$ cat config.mk
export PLATFORM = sky130hd
export DESIGN_NAME = bmu_top
export DESIGN_NICKNAME = d
export VERILOG_FILES = /design/src/rtl/bmu_pkg.sv /design/src/rtl/bmu_arith_unit.sv /design/src/rtl/bmu_bit_unit.sv /design/src/rtl/bmu_count_unit.sv /design/src/rtl/bmu_permute_unit.sv /design/src/rtl/bmu_top.sv
export SDC_FILE = /design/constraint.sdc
export NUM_CORES = 1
export LEC_CHECK = 0
export BUFFER_PORTS_ARGS = -buffer_cell sky130_fd_sc_hd__buf_4
export CAP_MARGIN = 0
export CORE_AREA = 10 10 177 179
export CTS_CLUSTER_SIZE = 8
export DETAILED_ROUTE_END_ITERATION = 8
export DIE_AREA = 0 0 187 189
export PLACE_DENSITY = 0.76
export SETUP_SLACK_MARGIN = 0.4
export SLEW_MARGIN = 20
export SYNTH_ARGS = -nofsm -noshare
export SYNTH_HDL_FRONTEND = slang
export SYNTH_SLANG_ARGS = --single-unit
$ cat constraint.sdc
create_clock -name clk_i -period 7.3 [get_ports clk_i]
set_input_delay 1.46 -clock clk_i [delete_from_list [all_inputs] [get_ports clk_i]]
set_output_delay 1.46 -clock clk_i [all_outputs]
set_load 0.03 [all_outputs]
$ cat src/rtl/bmu_pkg.sv
// --------------------
// Shared definitions of the bit manipulation unit
// Default datapath width, class and sub-operation enums
// Operation struct carried from the issue port to every unit
// --------------------

package bmu_pkg;

    // Default datapath width, any multiple of 8 from 16 up
    localparam int bmu_xlen_default = 32;

    // --------------------
    // Result path select
    // --------------------
    typedef enum logic [2:0] {
        SHADD   = 3'd0,
        BITOP   = 3'd1,
        COUNT   = 3'd2,
        COMPARE = 3'd3,
        EXTEND  = 3'd4,
        ROTATE  = 3'd5,
        BYTEOP  = 3'd6
    } bmu_class_e;

    // --------------------
    // Sub-operations, one enum per class
    // --------------------

    // Shift amount of operand A is 1, 2 or 3
    typedef enum logic [1:0] {
        SH1ADD = 2'd0,
        SH2ADD = 2'd1,
        SH3ADD = 2'd2
    } bmu_shadd_e;

    // Immediate bit forms map onto the register forms
    typedef enum logic [2:0] {
        ANDN = 3'd0,
        ORN  = 3'd1,
        XNOR = 3'd2,
        BCLR = 3'd3,
        BEXT = 3'd4,
        BINV = 3'd5,
        BSET = 3'd6
    } bmu_bitop_e;

    typedef enum logic [1:0] {
        CLZ  = 2'd0,
        CTZ  = 2'd1,
        CPOP = 2'd2
    } bmu_count_e;

    typedef enum logic [1:0] {
        MAX  = 2'd0,
        MAXU = 2'd1,
        MIN  = 2'd2,
        MINU = 2'd3
    } bmu_compare_e;

    typedef enum logic [1:0] {
        SEXTB = 2'd0,
        SEXTH = 2'd1,
        ZEXTH = 2'd2
    } bmu_extend_e;

    typedef enum logic {
        ROL = 1'b0,
        ROR = 1'b1
    } bmu_rotate_e;

    typedef enum logic {
        REV8 = 1'b0,
        ORCB = 1'b1
    } bmu_byteop_e;

    // Only the field that matches op_class carries meaning
    typedef struct packed {
        bmu_class_e   op_class;
        bmu_shadd_e   shadd;
        bmu_bitop_e   bitop;
        bmu_count_e   count;
        bmu_compare_e compare;
        bmu_extend_e  extend;
        bmu_rotate_e  rotate;
        bmu_byteop_e  byteop;
    } bmu_op_t;

endpackage : bmu_pkg

$ cat src/rtl/bmu_arith_unit.sv
// --------------------
// Arithmetic unit: sh1add, sh2add, sh3add
// Signed and unsigned min and max
// --------------------

`timescale 1ns/1ps

module bmu_arith_unit #(
    parameter int XLEN = bmu_pkg::bmu_xlen_default
) (
    input  logic             clk_i,
    input  logic [XLEN-1:0]  operand_a_i,
    input  logic [XLEN-1:0]  operand_b_i,
    input  bmu_pkg::bmu_op_t op_i,
    output logic [XLEN-1:0]  result_o
);

    // --------------------
    // Shift and add
    // --------------------
    logic [1:0]      shamt;
    logic [XLEN-1:0] shadd_result;

    always_comb begin : shamt_decode
        // Unused encoding falls back to a shift of 1
        case (op_i.shadd)
            bmu_pkg::SH2ADD: shamt = 2'd2;
            bmu_pkg::SH3ADD: shamt = 2'd3;
            default:         shamt = 2'd1;
        endcase
    end : shamt_decode

    // Carry out of the top bit is dropped
    assign shadd_result = operand_b_i + (operand_a_i << shamt);

    // --------------------
    // Min and max
    // --------------------
    logic            lt_signed;
    logic            lt_unsigned;
    logic [XLEN-1:0] compare_result;

    // One comparator per signedness, shared by min and max
    assign lt_signed   = $signed(operand_a_i) < $signed(operand_b_i);
    assign lt_unsigned = operand_a_i < operand_b_i;

    always_comb begin : compare_select
        case (op_i.compare)
            bmu_pkg::MAX:  compare_result = lt_signed   ? operand_b_i : operand_a_i;
            bmu_pkg::MAXU: compare_result = lt_unsigned ? operand_b_i : operand_a_i;
            bmu_pkg::MIN:  compare_result = lt_signed   ? operand_a_i : operand_b_i;
            default:       compare_result = lt_unsigned ? operand_a_i : operand_b_i;
        endcase
    end : compare_select

    // Stage register, loaded every cycle
    // Class picks which half of the unit is captured
    always_ff @(posedge clk_i) begin : stage_register
        if (op_i.op_class == bmu_pkg::COMPARE) begin
            result_o <= compare_result;
        end else begin
            result_o <= shadd_result;
        end
    end : stage_register

endmodule : bmu_arith_unit

$ cat src/rtl/bmu_bit_unit.sv
// --------------------
// Bit unit: andn, orn, xnor
// Single-bit clear, extract, invert and set
// --------------------

`timescale 1ns/1ps

module bmu_bit_unit #(
    parameter int XLEN = bmu_pkg::bmu_xlen_default
) (
    input  logic             clk_i,
    input  logic [XLEN-1:0]  operand_a_i,
    input  logic [XLEN-1:0]  operand_b_i,
    input  bmu_pkg::bmu_op_t op_i,
    output logic [XLEN-1:0]  result_o
);

    localparam int IDXW = $clog2(XLEN);

    // --------------------
    // Logic with inverted operand
    // --------------------
    logic [XLEN-1:0] andn_result;
    logic [XLEN-1:0] orn_result;
    logic [XLEN-1:0] xnor_result;

    assign andn_result = operand_a_i & ~operand_b_i;
    assign orn_result  = operand_a_i | ~operand_b_i;
    assign xnor_result = ~(operand_a_i ^ operand_b_i);

    // --------------------
    // Single-bit operations
    // --------------------
    logic [IDXW-1:0] index;
    logic [XLEN-1:0] bit_mask;
    logic [XLEN-1:0] bclr_result;
    logic [XLEN-1:0] bext_result;
    logic [XLEN-1:0] binv_result;
    logic [XLEN-1:0] bset_result;

    // Upper bits of B are ignored, immediate forms land here too
    assign index = operand_b_i[IDXW-1:0];

    // One-hot mask at the selected position
    assign bit_mask = {{(XLEN-1){1'b0}}, 1'b1} << index;

    assign bclr_result = operand_a_i & ~bit_mask;
    assign binv_result = operand_a_i ^ bit_mask;
    assign bset_result = operand_a_i | bit_mask;

    // Selected bit moves to bit 0, rest zero
    assign bext_result = {{(XLEN-1){1'b0}}, operand_a_i[index]};

    // Stage register, selection by the bitop field only
    always_ff @(posedge clk_i) begin : stage_register
        case (op_i.bitop)
            bmu_pkg::ANDN: result_o <= andn_result;
            bmu_pkg::ORN:  result_o <= orn_result;
            bmu_pkg::XNOR: result_o <= xnor_result;
            bmu_pkg::BCLR: result_o <= bclr_result;
            bmu_pkg::BEXT: result_o <= bext_result;
            bmu_pkg::BINV: result_o <= binv_result;
            bmu_pkg::BSET: result_o <= bset_result;
            // Unused encoding returns zero
            default:       result_o <= '0;
        endcase
    end : stage_register

endmodule : bmu_bit_unit

$ cat src/rtl/bmu_count_unit.sv
// --------------------
// Count unit: clz, ctz and cpop
// Narrow count register, zero padded to XLEN
// --------------------

`timescale 1ns/1ps

module bmu_count_unit #(
    parameter int XLEN = bmu_pkg::bmu_xlen_default
) (
    input  logic             clk_i,
    input  logic [XLEN-1:0]  operand_a_i,
    input  logic [XLEN-1:0]  operand_b_i,
    input  bmu_pkg::bmu_op_t op_i,
    output logic [XLEN-1:0]  result_o
);

    localparam int IDXW  = $clog2(XLEN);
    // One extra bit so that XLEN itself fits
    localparam int CNTW  = IDXW + 1;
    localparam int BYTES = XLEN / 8;

    // --------------------
    // Leading and trailing zeros
    // --------------------
    logic [XLEN-1:0] reversed_a;
    logic [XLEN-1:0] zero_operand;
    logic [IDXW-1:0] lz_count;
    logic            all_zero;
    logic [CNTW-1:0] zeros_result;

    // Trailing zeros of A are the leading zeros of A reversed
    always_comb begin : bit_reverse
        for (int i = 0; i < XLEN; i++) begin
            reversed_a[XLEN-1-i] = operand_a_i[i];
        end
    end : bit_reverse

    assign zero_operand = (op_i.count == bmu_pkg::CLZ) ? operand_a_i : reversed_a;

    // Priority encoder, highest set bit wins
    always_comb begin : lz_encoder
        lz_count = '0;
        for (int i = 0; i < XLEN; i++) begin
            if (zero_operand[i]) begin
                lz_count = IDXW'(XLEN - 1 - i);
            end
        end
    end : lz_encoder

    assign all_zero     = ~|zero_operand;
    // All-zero operand counts the full width
    assign zeros_result = all_zero ? CNTW'(XLEN) : {1'b0, lz_count};

    // --------------------
    // Population count
    // --------------------
    logic [BYTES-1:0][3:0] byte_pop;
    logic [CNTW-1:0]       pop_result;

    // First level, one small count per byte
    always_comb begin : byte_count
        byte_pop = '0;
        for (int b = 0; b < BYTES; b++) begin
            for (int i = 0; i < 8; i++) begin
                byte_pop[b] = byte_pop[b] + 4'(operand_a_i[8*b+i]);
            end
        end
    end : byte_count

    // Second level sums the byte counts
    always_comb begin : byte_sum
        pop_result = '0;
        for (int b = 0; b < BYTES; b++) begin
            pop_result = pop_result + CNTW'(byte_pop[b]);
        end
    end : byte_sum

    // Only CNTW bits are stored
    logic [CNTW-1:0] count_q;

    always_ff @(posedge clk_i) begin : stage_register
        count_q <= (op_i.count == bmu_pkg::CPOP) ? pop_result : zeros_result;
    end : stage_register

    // Upper result bits are always zero
    assign result_o = {{(XLEN-CNTW){1'b0}}, count_q};

endmodule : bmu_count_unit

$ cat src/rtl/bmu_permute_unit.sv
// --------------------
// Permute unit: rol, ror, rev8, orc.b
// Sign and zero extension of byte and halfword
// --------------------

`timescale 1ns/1ps

module bmu_permute_unit #(
    parameter int XLEN = bmu_pkg::bmu_xlen_default
) (
    input  logic             clk_i,
    input  logic [XLEN-1:0]  operand_a_i,
    input  logic [XLEN-1:0]  operand_b_i,
    input  bmu_pkg::bmu_op_t op_i,
    output logic [XLEN-1:0]  result_o
);

    localparam int IDXW  = $clog2(XLEN);
    localparam int BYTES = XLEN / 8;

    // --------------------
    // Rotates
    // --------------------
    logic [IDXW-1:0]   rot_amount;
    logic [2*XLEN-1:0] rol_wide;
    logic [2*XLEN-1:0] ror_wide;
    logic [XLEN-1:0]   rotate_result;

    assign rot_amount = operand_b_i[IDXW-1:0];

    // Doubled operand, bits shifted out of one copy enter from the other
    assign rol_wide = {operand_a_i, operand_a_i} << rot_amount;
    assign ror_wide = {operand_a_i, operand_a_i} >> rot_amount;

    assign rotate_result = (op_i.rotate == bmu_pkg::ROL) ? rol_wide[2*XLEN-1:XLEN]
                                                         : ror_wide[XLEN-1:0];

    // --------------------
    // Byte operations
    // --------------------
    logic [BYTES-1:0][7:0] bytes_a;
    logic [BYTES-1:0][7:0] rev8_result;
    logic [BYTES-1:0][7:0] orcb_result;
    logic [XLEN-1:0]       byteop_result;

    assign bytes_a = operand_a_i;

    always_comb begin : byte_logic
        for (int b = 0; b < BYTES; b++) begin
            // Byte order reversed end to end
            rev8_result[BYTES-1-b] = bytes_a[b];
            // Any set bit fills the byte with ones
            orcb_result[b] = {8{|bytes_a[b]}};
        end
    end : byte_logic

    assign byteop_result = (op_i.byteop == bmu_pkg::REV8) ? rev8_result : orcb_result;

    // --------------------
    // Extensions
    // --------------------
    logic [XLEN-1:0] extend_result;

    always_comb begin : extend_select
        case (op_i.extend)
            bmu_pkg::SEXTB: extend_result = {{(XLEN-8){operand_a_i[7]}}, operand_a_i[7:0]};
            bmu_pkg::SEXTH: extend_result = {{(XLEN-16){operand_a_i[15]}}, operand_a_i[15:0]};
            // zext.h and the unused code
            default:        extend_result = {{(XLEN-16){1'b0}}, operand_a_i[15:0]};
        endcase
    end : extend_select

    // Stage register, class picks the path
    always_ff @(posedge clk_i) begin : stage_register
        case (op_i.op_class)
            bmu_pkg::ROTATE: result_o <= rotate_result;
            bmu_pkg::BYTEOP: result_o <= byteop_result;
            default:         result_o <= extend_result;
        endcase
    end : stage_register

endmodule : bmu_permute_unit

$ cat src/rtl/bmu_top.sv
// --------------------
// Bit manipulation unit top level
// Four registered datapath units, control stage
// Final result multiplexer on the registered class
// --------------------

`timescale 1ns/1ps

module bmu_top #(
    parameter int XLEN = bmu_pkg::bmu_xlen_default
) (
    input  logic             clk_i,
    input  logic             reset_i,
    input  logic [XLEN-1:0]  operand_a_i,
    input  logic [XLEN-1:0]  operand_b_i,
    input  bmu_pkg::bmu_op_t op_i,
    input  logic             valid_i,
    output logic [XLEN-1:0]  result_o,
    output logic             valid_o
);

    // Registered unit results, all one cycle after issue
    logic [XLEN-1:0] arith_result;
    logic [XLEN-1:0] bit_result;
    logic [XLEN-1:0] count_result;
    logic [XLEN-1:0] permute_result;

    // --------------------
    // Datapath units
    // --------------------

    // Operands and op fan out to every unit
    bmu_arith_unit #(.XLEN(XLEN)) u_arith (
        .clk_i       (clk_i),
        .operand_a_i (operand_a_i),
        .operand_b_i (operand_b_i),
        .op_i        (op_i),
        .result_o    (arith_result)
    );

    bmu_bit_unit #(.XLEN(XLEN)) u_bit (
        .clk_i       (clk_i),
        .operand_a_i (operand_a_i),
        .operand_b_i (operand_b_i),
        .op_i        (op_i),
        .result_o    (bit_result)
    );

    bmu_count_unit #(.XLEN(XLEN)) u_count (
        .clk_i       (clk_i),
        .operand_a_i (operand_a_i),
        .operand_b_i (operand_b_i),
        .op_i        (op_i),
        .result_o    (count_result)
    );

    bmu_permute_unit #(.XLEN(XLEN)) u_permute (
        .clk_i       (clk_i),
        .operand_a_i (operand_a_i),
        .operand_b_i (operand_b_i),
        .op_i        (op_i),
        .result_o    (permute_result)
    );

    // --------------------
    // Control stage
    // --------------------
    bmu_pkg::bmu_class_e class_q;

    // Class follows the operands into the stage
    always_ff @(posedge clk_i) begin : class_register
        class_q <= op_i.op_class;
    end : class_register

    // Output strobe, no back-pressure
    always_ff @(posedge clk_i) begin : valid_register
        if (reset_i) begin
            valid_o <= 1'b0;
        end else begin
            valid_o <= valid_i;
        end
    end : valid_register

    // Final result select
    always_comb begin : result_mux
        case (class_q)
            bmu_pkg::SHADD,
            bmu_pkg::COMPARE: result_o = arith_result;
            bmu_pkg::BITOP:   result_o = bit_result;
            bmu_pkg::COUNT:   result_o = count_result;
            bmu_pkg::EXTEND,
            bmu_pkg::ROTATE,
            bmu_pkg::BYTEOP:  result_o = permute_result;
            default:          result_o = '0;
        endcase
    end : result_mux

endmodule : bmu_top

==> results of run 1 <==
power breakdown:
group | switching (W) | internal, W | total [W]
sequential | 0.0000521 | 0.000693 | 0.000745
combinational | 0.00104 | 0.000700 | 0.00174
clock | 0.000264 | 0.000277 | 0.000541
final cells by class:
cell class | count | area [um^2]
clock buffer | 9 | 225
clock inverter | 7 | 95.1
fill | 2636 | 11400
inverter | 107 | 402
multi-input combinational | 1655 | 11800
sequential | 106 | 2120
tap | 378 | 473
timing repair buffer | 142 | 1070
cells in the mapped netlist (all sizes together) (13+ instances only):
library cell	instances	area share, %
o21ai	205	6.8
a32oi	31	1.8
o31ai	28	1.4
inv	106	2.6
ha	88	7.3
mux4	89	13
or3	31	1.3
nor3	29	0.96
a21o	15	0.75
fa	23	3.0
nor2	331	8.2
xnor2	25	1.5
buf	35	1.1
nand2	195	4.8
o221ai	33	1.9
clkbuf	166	4.1
o21a	38	1.9
nand3	85	2.9
a211oi	13	0.68
o211ai	34	1.7
nand2b	14	0.58
a21oi	127	4.2
mux2i	97	6.4
dfxtp	106	14
stage by stage:
stage	setup WS [ns]	utilization [%]	std cells	total power, W
2_1_floorplan	1.02	-	2069	0.00197
3_3_place_gp	0.982	57.5	2388	0.00242
3_5_place_dp	0.907	57.5	2388	0.00245
4_1_cts	1.30	58.6	2404	0.00299
5_1_grt	1.10	58.6	2404	0.00323
6_report	1.28	58.6	2404	0.00302
final timing paths:
| path | startpoint | to | cells past startpoint |
|---|---|---|---|
| min | op_i[14] | class_q[1] | 1 |
| max | operand_a_i[9] | u_count.count_q[4] | 17 |
registers in the layout (all words and copies together) (netlist names):
signal / flops
class_q: 3
u_arith.result_o: 32
u_bit.result_o: 32
u_count.count_q: 6
u_permute.result_o: 32
valid_o: 1
layer usage:
| metal | vias to the layer above | GRT usage, % |
|---|---|---|
| met1 | 7790 | 42.7 |
| met2 | 1377 | 48.0 |
| met4 | 4 | 16.2 |
| met3 | 270 | 9.67 |
| met5 | - | 0 |
| li1 | 7384 | - |
kinds of logic (layout without fill, tap and decap cells):
logic type | after synthesis | after routing | synth area share [%]
and+or+nand+nor | 733 | 733 | 20.8
AOI/OAI and AO/OA | 579 | 579 | 24.2
buffers and inverters | 308 | 265 | 7.93
muxes | 196 | 196 | 20.5
adders and majority gates | 112 | 112 | 10.4
DFF | 106 | 106 | 14.1
xor gates and xnor gates | 35 | 35 | 2.08
worst max-delay path, cell delays in order:
cell     delay (ns)
buf_4          0.29
inv_1          0.14
ha_1           0.29
inv_1          0.04
fa_1           0.50
fa_1           0.45
fa_1           0.44
fa_1           0.56
inv_1          0.07
fa_1           0.42
xor2_1         0.20
fa_1           0.51
ha_1           0.30
a21o_1         0.17
a21oi_1        0.18
xor2_1         0.16
o21ai_0        0.09
==> flow_summary.json, run 1 <==
{
  "status": "finished, final reports clean",
  "crit_type": "input pin to flop",
  "drc": 0,
  "numPortBuffers": 115,
  "gr-total-overflow": 0,
  "synthFlopType": "dfxtp_1",
  "synth_edf_count": 0,
  "initial_core_util_pct": 54.6,
  "required_ns": 7.56,
  "finalSetupViolCount": 0,
  "endpoint_kind": "flop",
  "antenna_left": 0,
  "postCtsResizedCells": 0,
  "drive_gt1_share_pct": 13.6,
  "h-tree-depth": 3,
  "die_width_um": 187,
  "syn2layout_area_growth_pct": 7.27,
  "grt_pass1_vias": 15660,
  "ir_drop_uv": 212,
  "hold_viol": 0,
  "ys_seq_area_share_pct": 14.1,
  "startpoint_type": "input pin",
  "avgRoutedWirePerCell_um": 24.9,
  "ys_seq_elements": 106,
  "dr.max_layer_used": "met5",
  "grt_usage_pct": 32.6,
  "period_minus_slack_ns": 6.02,
  "diodes": 0,
  "arrival_ns": 6.28,
  "clk_path_buf_depth": 2,
  "ioPinCount": 116,
  "cp_max_fo": 24,
  "relSlewSlack_pct": 35.3,
  "drt_iter0_markers": 2710,
  "ctsHoldBuffers": 0,
  "totalWireLength_mm": 59.7,
  "powerDensity_nw_per_um2": 187,
  "clkSlewWorstSetupHoldPaths_ns": 0.09,
  "syn_inst": 2069,
  "via_per_inst": 7.00,
  "max_freq_ghz": 0.166,
  "rsz0062_at_grt": "false",
  "avgSynthCellArea_um2": 7.30,
  "wl_met2_mm": 24.8,
  "wl_met1_mm": 22.9,
  "min_path_type": "input pin to flop",
  "grt_pass1_wl_mm": 91.9,
  "finalCritPeriodShare_pct": 82.4,
  "cts_buffers": 9,
  "final_common_cell": "nor2_1",
  "antenna_found_initial": 2,
  "yosysUniqueCellTypes": 70,
  "synth_area_um2": 15100,
  "timing.final.max_slew_violations": 0,
  "cts_root_buffer": "clkbuf_16",
  "synthArstFlopShare_pct": 0,
  "place.gp.congestion": 1.00,
  "wl_met3_mm": 8.55,
  "cts.sinks": 106,
  "most-common-layout-cells": "326 x nor2_1, 195 x nand2_1, 186 x o21ai_0",
  "setup_tns_ns": 0,
  "die_area_um2": 35300,
  "placed_cell_area_um2": 15900,
  "vias": 16825,
  "firstDrtPassIters": 6,
  "fp-row-count": 61,
  "whs_ns": 1.22,
  "core_area_um2": 27600,
  "dp_hpwl_mm": 42.3,
  "die_y_um": 189,
  "postLayoutCellArea_um2": 16200,
  "leakage_nw": 6.90,
  "tightest_slew_ns": 0.969,
  "cts_setup_buffers": 0,
  "grt_max_degree": 98,
  "syn_nets": 2263,
  "layout.nets": 2215,
  "maxCapViolations": 0,
  "ys_warn_count": 0,
  "cts_tree": "yes"
}
No activity file was read; power rests on OpenSTA's default activity.
==> run 2, diff against run 1 <==
==> constraint.sdc (replaced) <==
create_clock -name clk_i -period 5.65 [get_ports clk_i]
set_input_delay 1.13 -clock clk_i [delete_from_list [all_inputs] [get_ports clk_i]]
set_output_delay 1.13 -clock clk_i [all_outputs]
set_load 0.03 [all_outputs]
==> run 2 against run 1 <==
Clock-buffer cell count unchanged. Largest power group unchanged. Worst setup slack got worse by 0.82 ns. Global-route usage is 0.37 points lower.
==> flow_summary.json, run 2 (synthesized netlist as in run 1, its figures left out) <==
{
  "required_ns": 5.91,
  "fp-row-count": 61,
  "grt_usage_pct": 32.2,
  "core_area_um2": 27600,
  "worst_slack_ns": 0.466,
  "avgRoutedWirePerCell_um": 24.4,
  "dp_hpwl_mm": 42.8,
  "cp-startpoint": "operand_a_i[8]",
  "maxCapViolations": 0,
  "fillers": 2563,
  "place_ws_ns": 0.0849,
  "most-common-layout-cells": "326 x nor2_1, 195 x nand2_1, 184 x o21ai_0",
  "cts_buffers": 9,
  "top_regs": "u_arith.result_o (32), u_bit.result_o (32), u_permute.result_o (32)",
  "status": "finished, final reports clean",
  "place.gp.congestion": 1.01,
  "grt_pass1_vias": 15869,
  "layout.nets": 2243,
  "crit_type": "input pin to flop",
  "timing.final.max_slew_violations": 0,
  "rsz0062_at_grt": "true",
  "grt_pass1_wl_mm": 91.0,
  "leakage_nw": 7.03,
  "final_common_cell": "nor2_1",
  "die_area_um2": 35300,
  "h-tree-depth": 3,
  "finalSetupViolCount": 0,
  "drive_gt1_share_pct": 15.9,
  "tightest_slew_ns": 1.11,
  "cts_tree": "yes",
  "numPortBuffers": 115,
  "multi_input_area_um2": 11900,
  "period_minus_slack_ns": 5.18,
  "syn2layout_area_growth_pct": 9.29,
  "drc": 0,
  "grt_max_degree": 98,
  "endpoint_kind": "flop",
  "initial_core_util_pct": 54.6,
  "ioPinCount": 116,
  "diodes": 0,
  "relSlewSlack_pct": 25.7,
  "regArea_um2": 2120,
  "cp_max_fo": 3,
  "antenna_left": 0,
  "die_y_um": 189,
  "hold_viol": 0,
  "totalWireLength_mm": 59.4,
  "powerDensity_nw_per_um2": 241,
  "firstDrtPassIters": 6,
  "cts_root_buffer": "clkbuf_16",
  "clk_path_buf_depth": 2,
  "die_width_um": 187,
  "max_freq_ghz": 0.193,
  "drt_iter0_markers": 2576,
  "min_from": "op_i[14]",
  "startpoint_type": "input pin",
  "ctsHoldBuffers": 0,
  "min_path_type": "input pin to flop",
  "cts.sinks": 106,
  "vias": 16748,
  "antenna_found_initial": 2,
  "clkSlewWorstSetupHoldPaths_ns": 0.08,
  "p_total_w": 0.00398,
  "ir_drop_uv": 289,
  "finalCritPeriodShare_pct": 91.7,
  "setup_tns_ns": 0,
  "arrival_ns": 5.44,
  "via_per_inst": 6.89,
  "gr-total-overflow": 0
}
run 2: timing repair:
action | 4_1_cts | 5_1_grt
endpoints found under the setup margin | 0 | 3
resized for setup | 0 | 15
buffers inserted | 0 | 4
run 2: path summary, 6_finish.rpt:
kind	end	slack, ns	cells past startpoint
max	u_count.count_q[4]	0.47	17
min	class_q[1]	0.88	1
run 2: final cells by class:
type	count	area share [%]
Timing Repair Buffer	170	7.85
Tap cell	378	2.87
Inverter	107	2.49
Clock inverter	7	0.523
Clock buffer	9	1.36
Multi-Input combinational cell	1655	72.0
Sequential cell	106	12.9
run 2: per-layer routing:
metal	vias up	track usage (%)	share of wire (%)
li1	7435	-	-
met1	7889	41.2	39
met2	1198	48.8	43
met3	222	7.98	12
met4	4	18.3	5.9
met5	-	0	0.039
run 2: worst max-delay path, stage by stage:
cell	delay, ns
buf_8	0.08
inv_4	0.04
ha_4	0.26
inv_2	0.03
fa_1	0.48
fa_1	0.56
fa_2	0.40
fa_1	0.43
xnor2_2	0.18
ha_2	0.34
xor2_2	0.16
fa_1	0.50
ha_1	0.31
a21o_1	0.17
a21oi_2	0.14
xor2_1	0.15
o21ai_1	0.07
run 2: metrics by stage:
stage	cell area [um^2]	instances	hold slack [ns]	util, %
global route	16500	2432	0.869	59.7
CTS	16400	2428	0.870	59.4
floorplan	15200	2069	1.16	-
detailed placement	16100	2412	1.26	58.3
global placement	16100	2412	1.26	58.3
finish	16500	2432	0.879	59.7
run 2: report_power, final:
| group | switching (W) | internal, W | total (W) |
|---|---|---|---|
| combinational | 0.00136 | 0.000965 | 0.00232 |
| clock | 0.000362 | 0.000321 | 0.000683 |
| sequential | 0.0000756 | 0.000895 | 0.000971 |
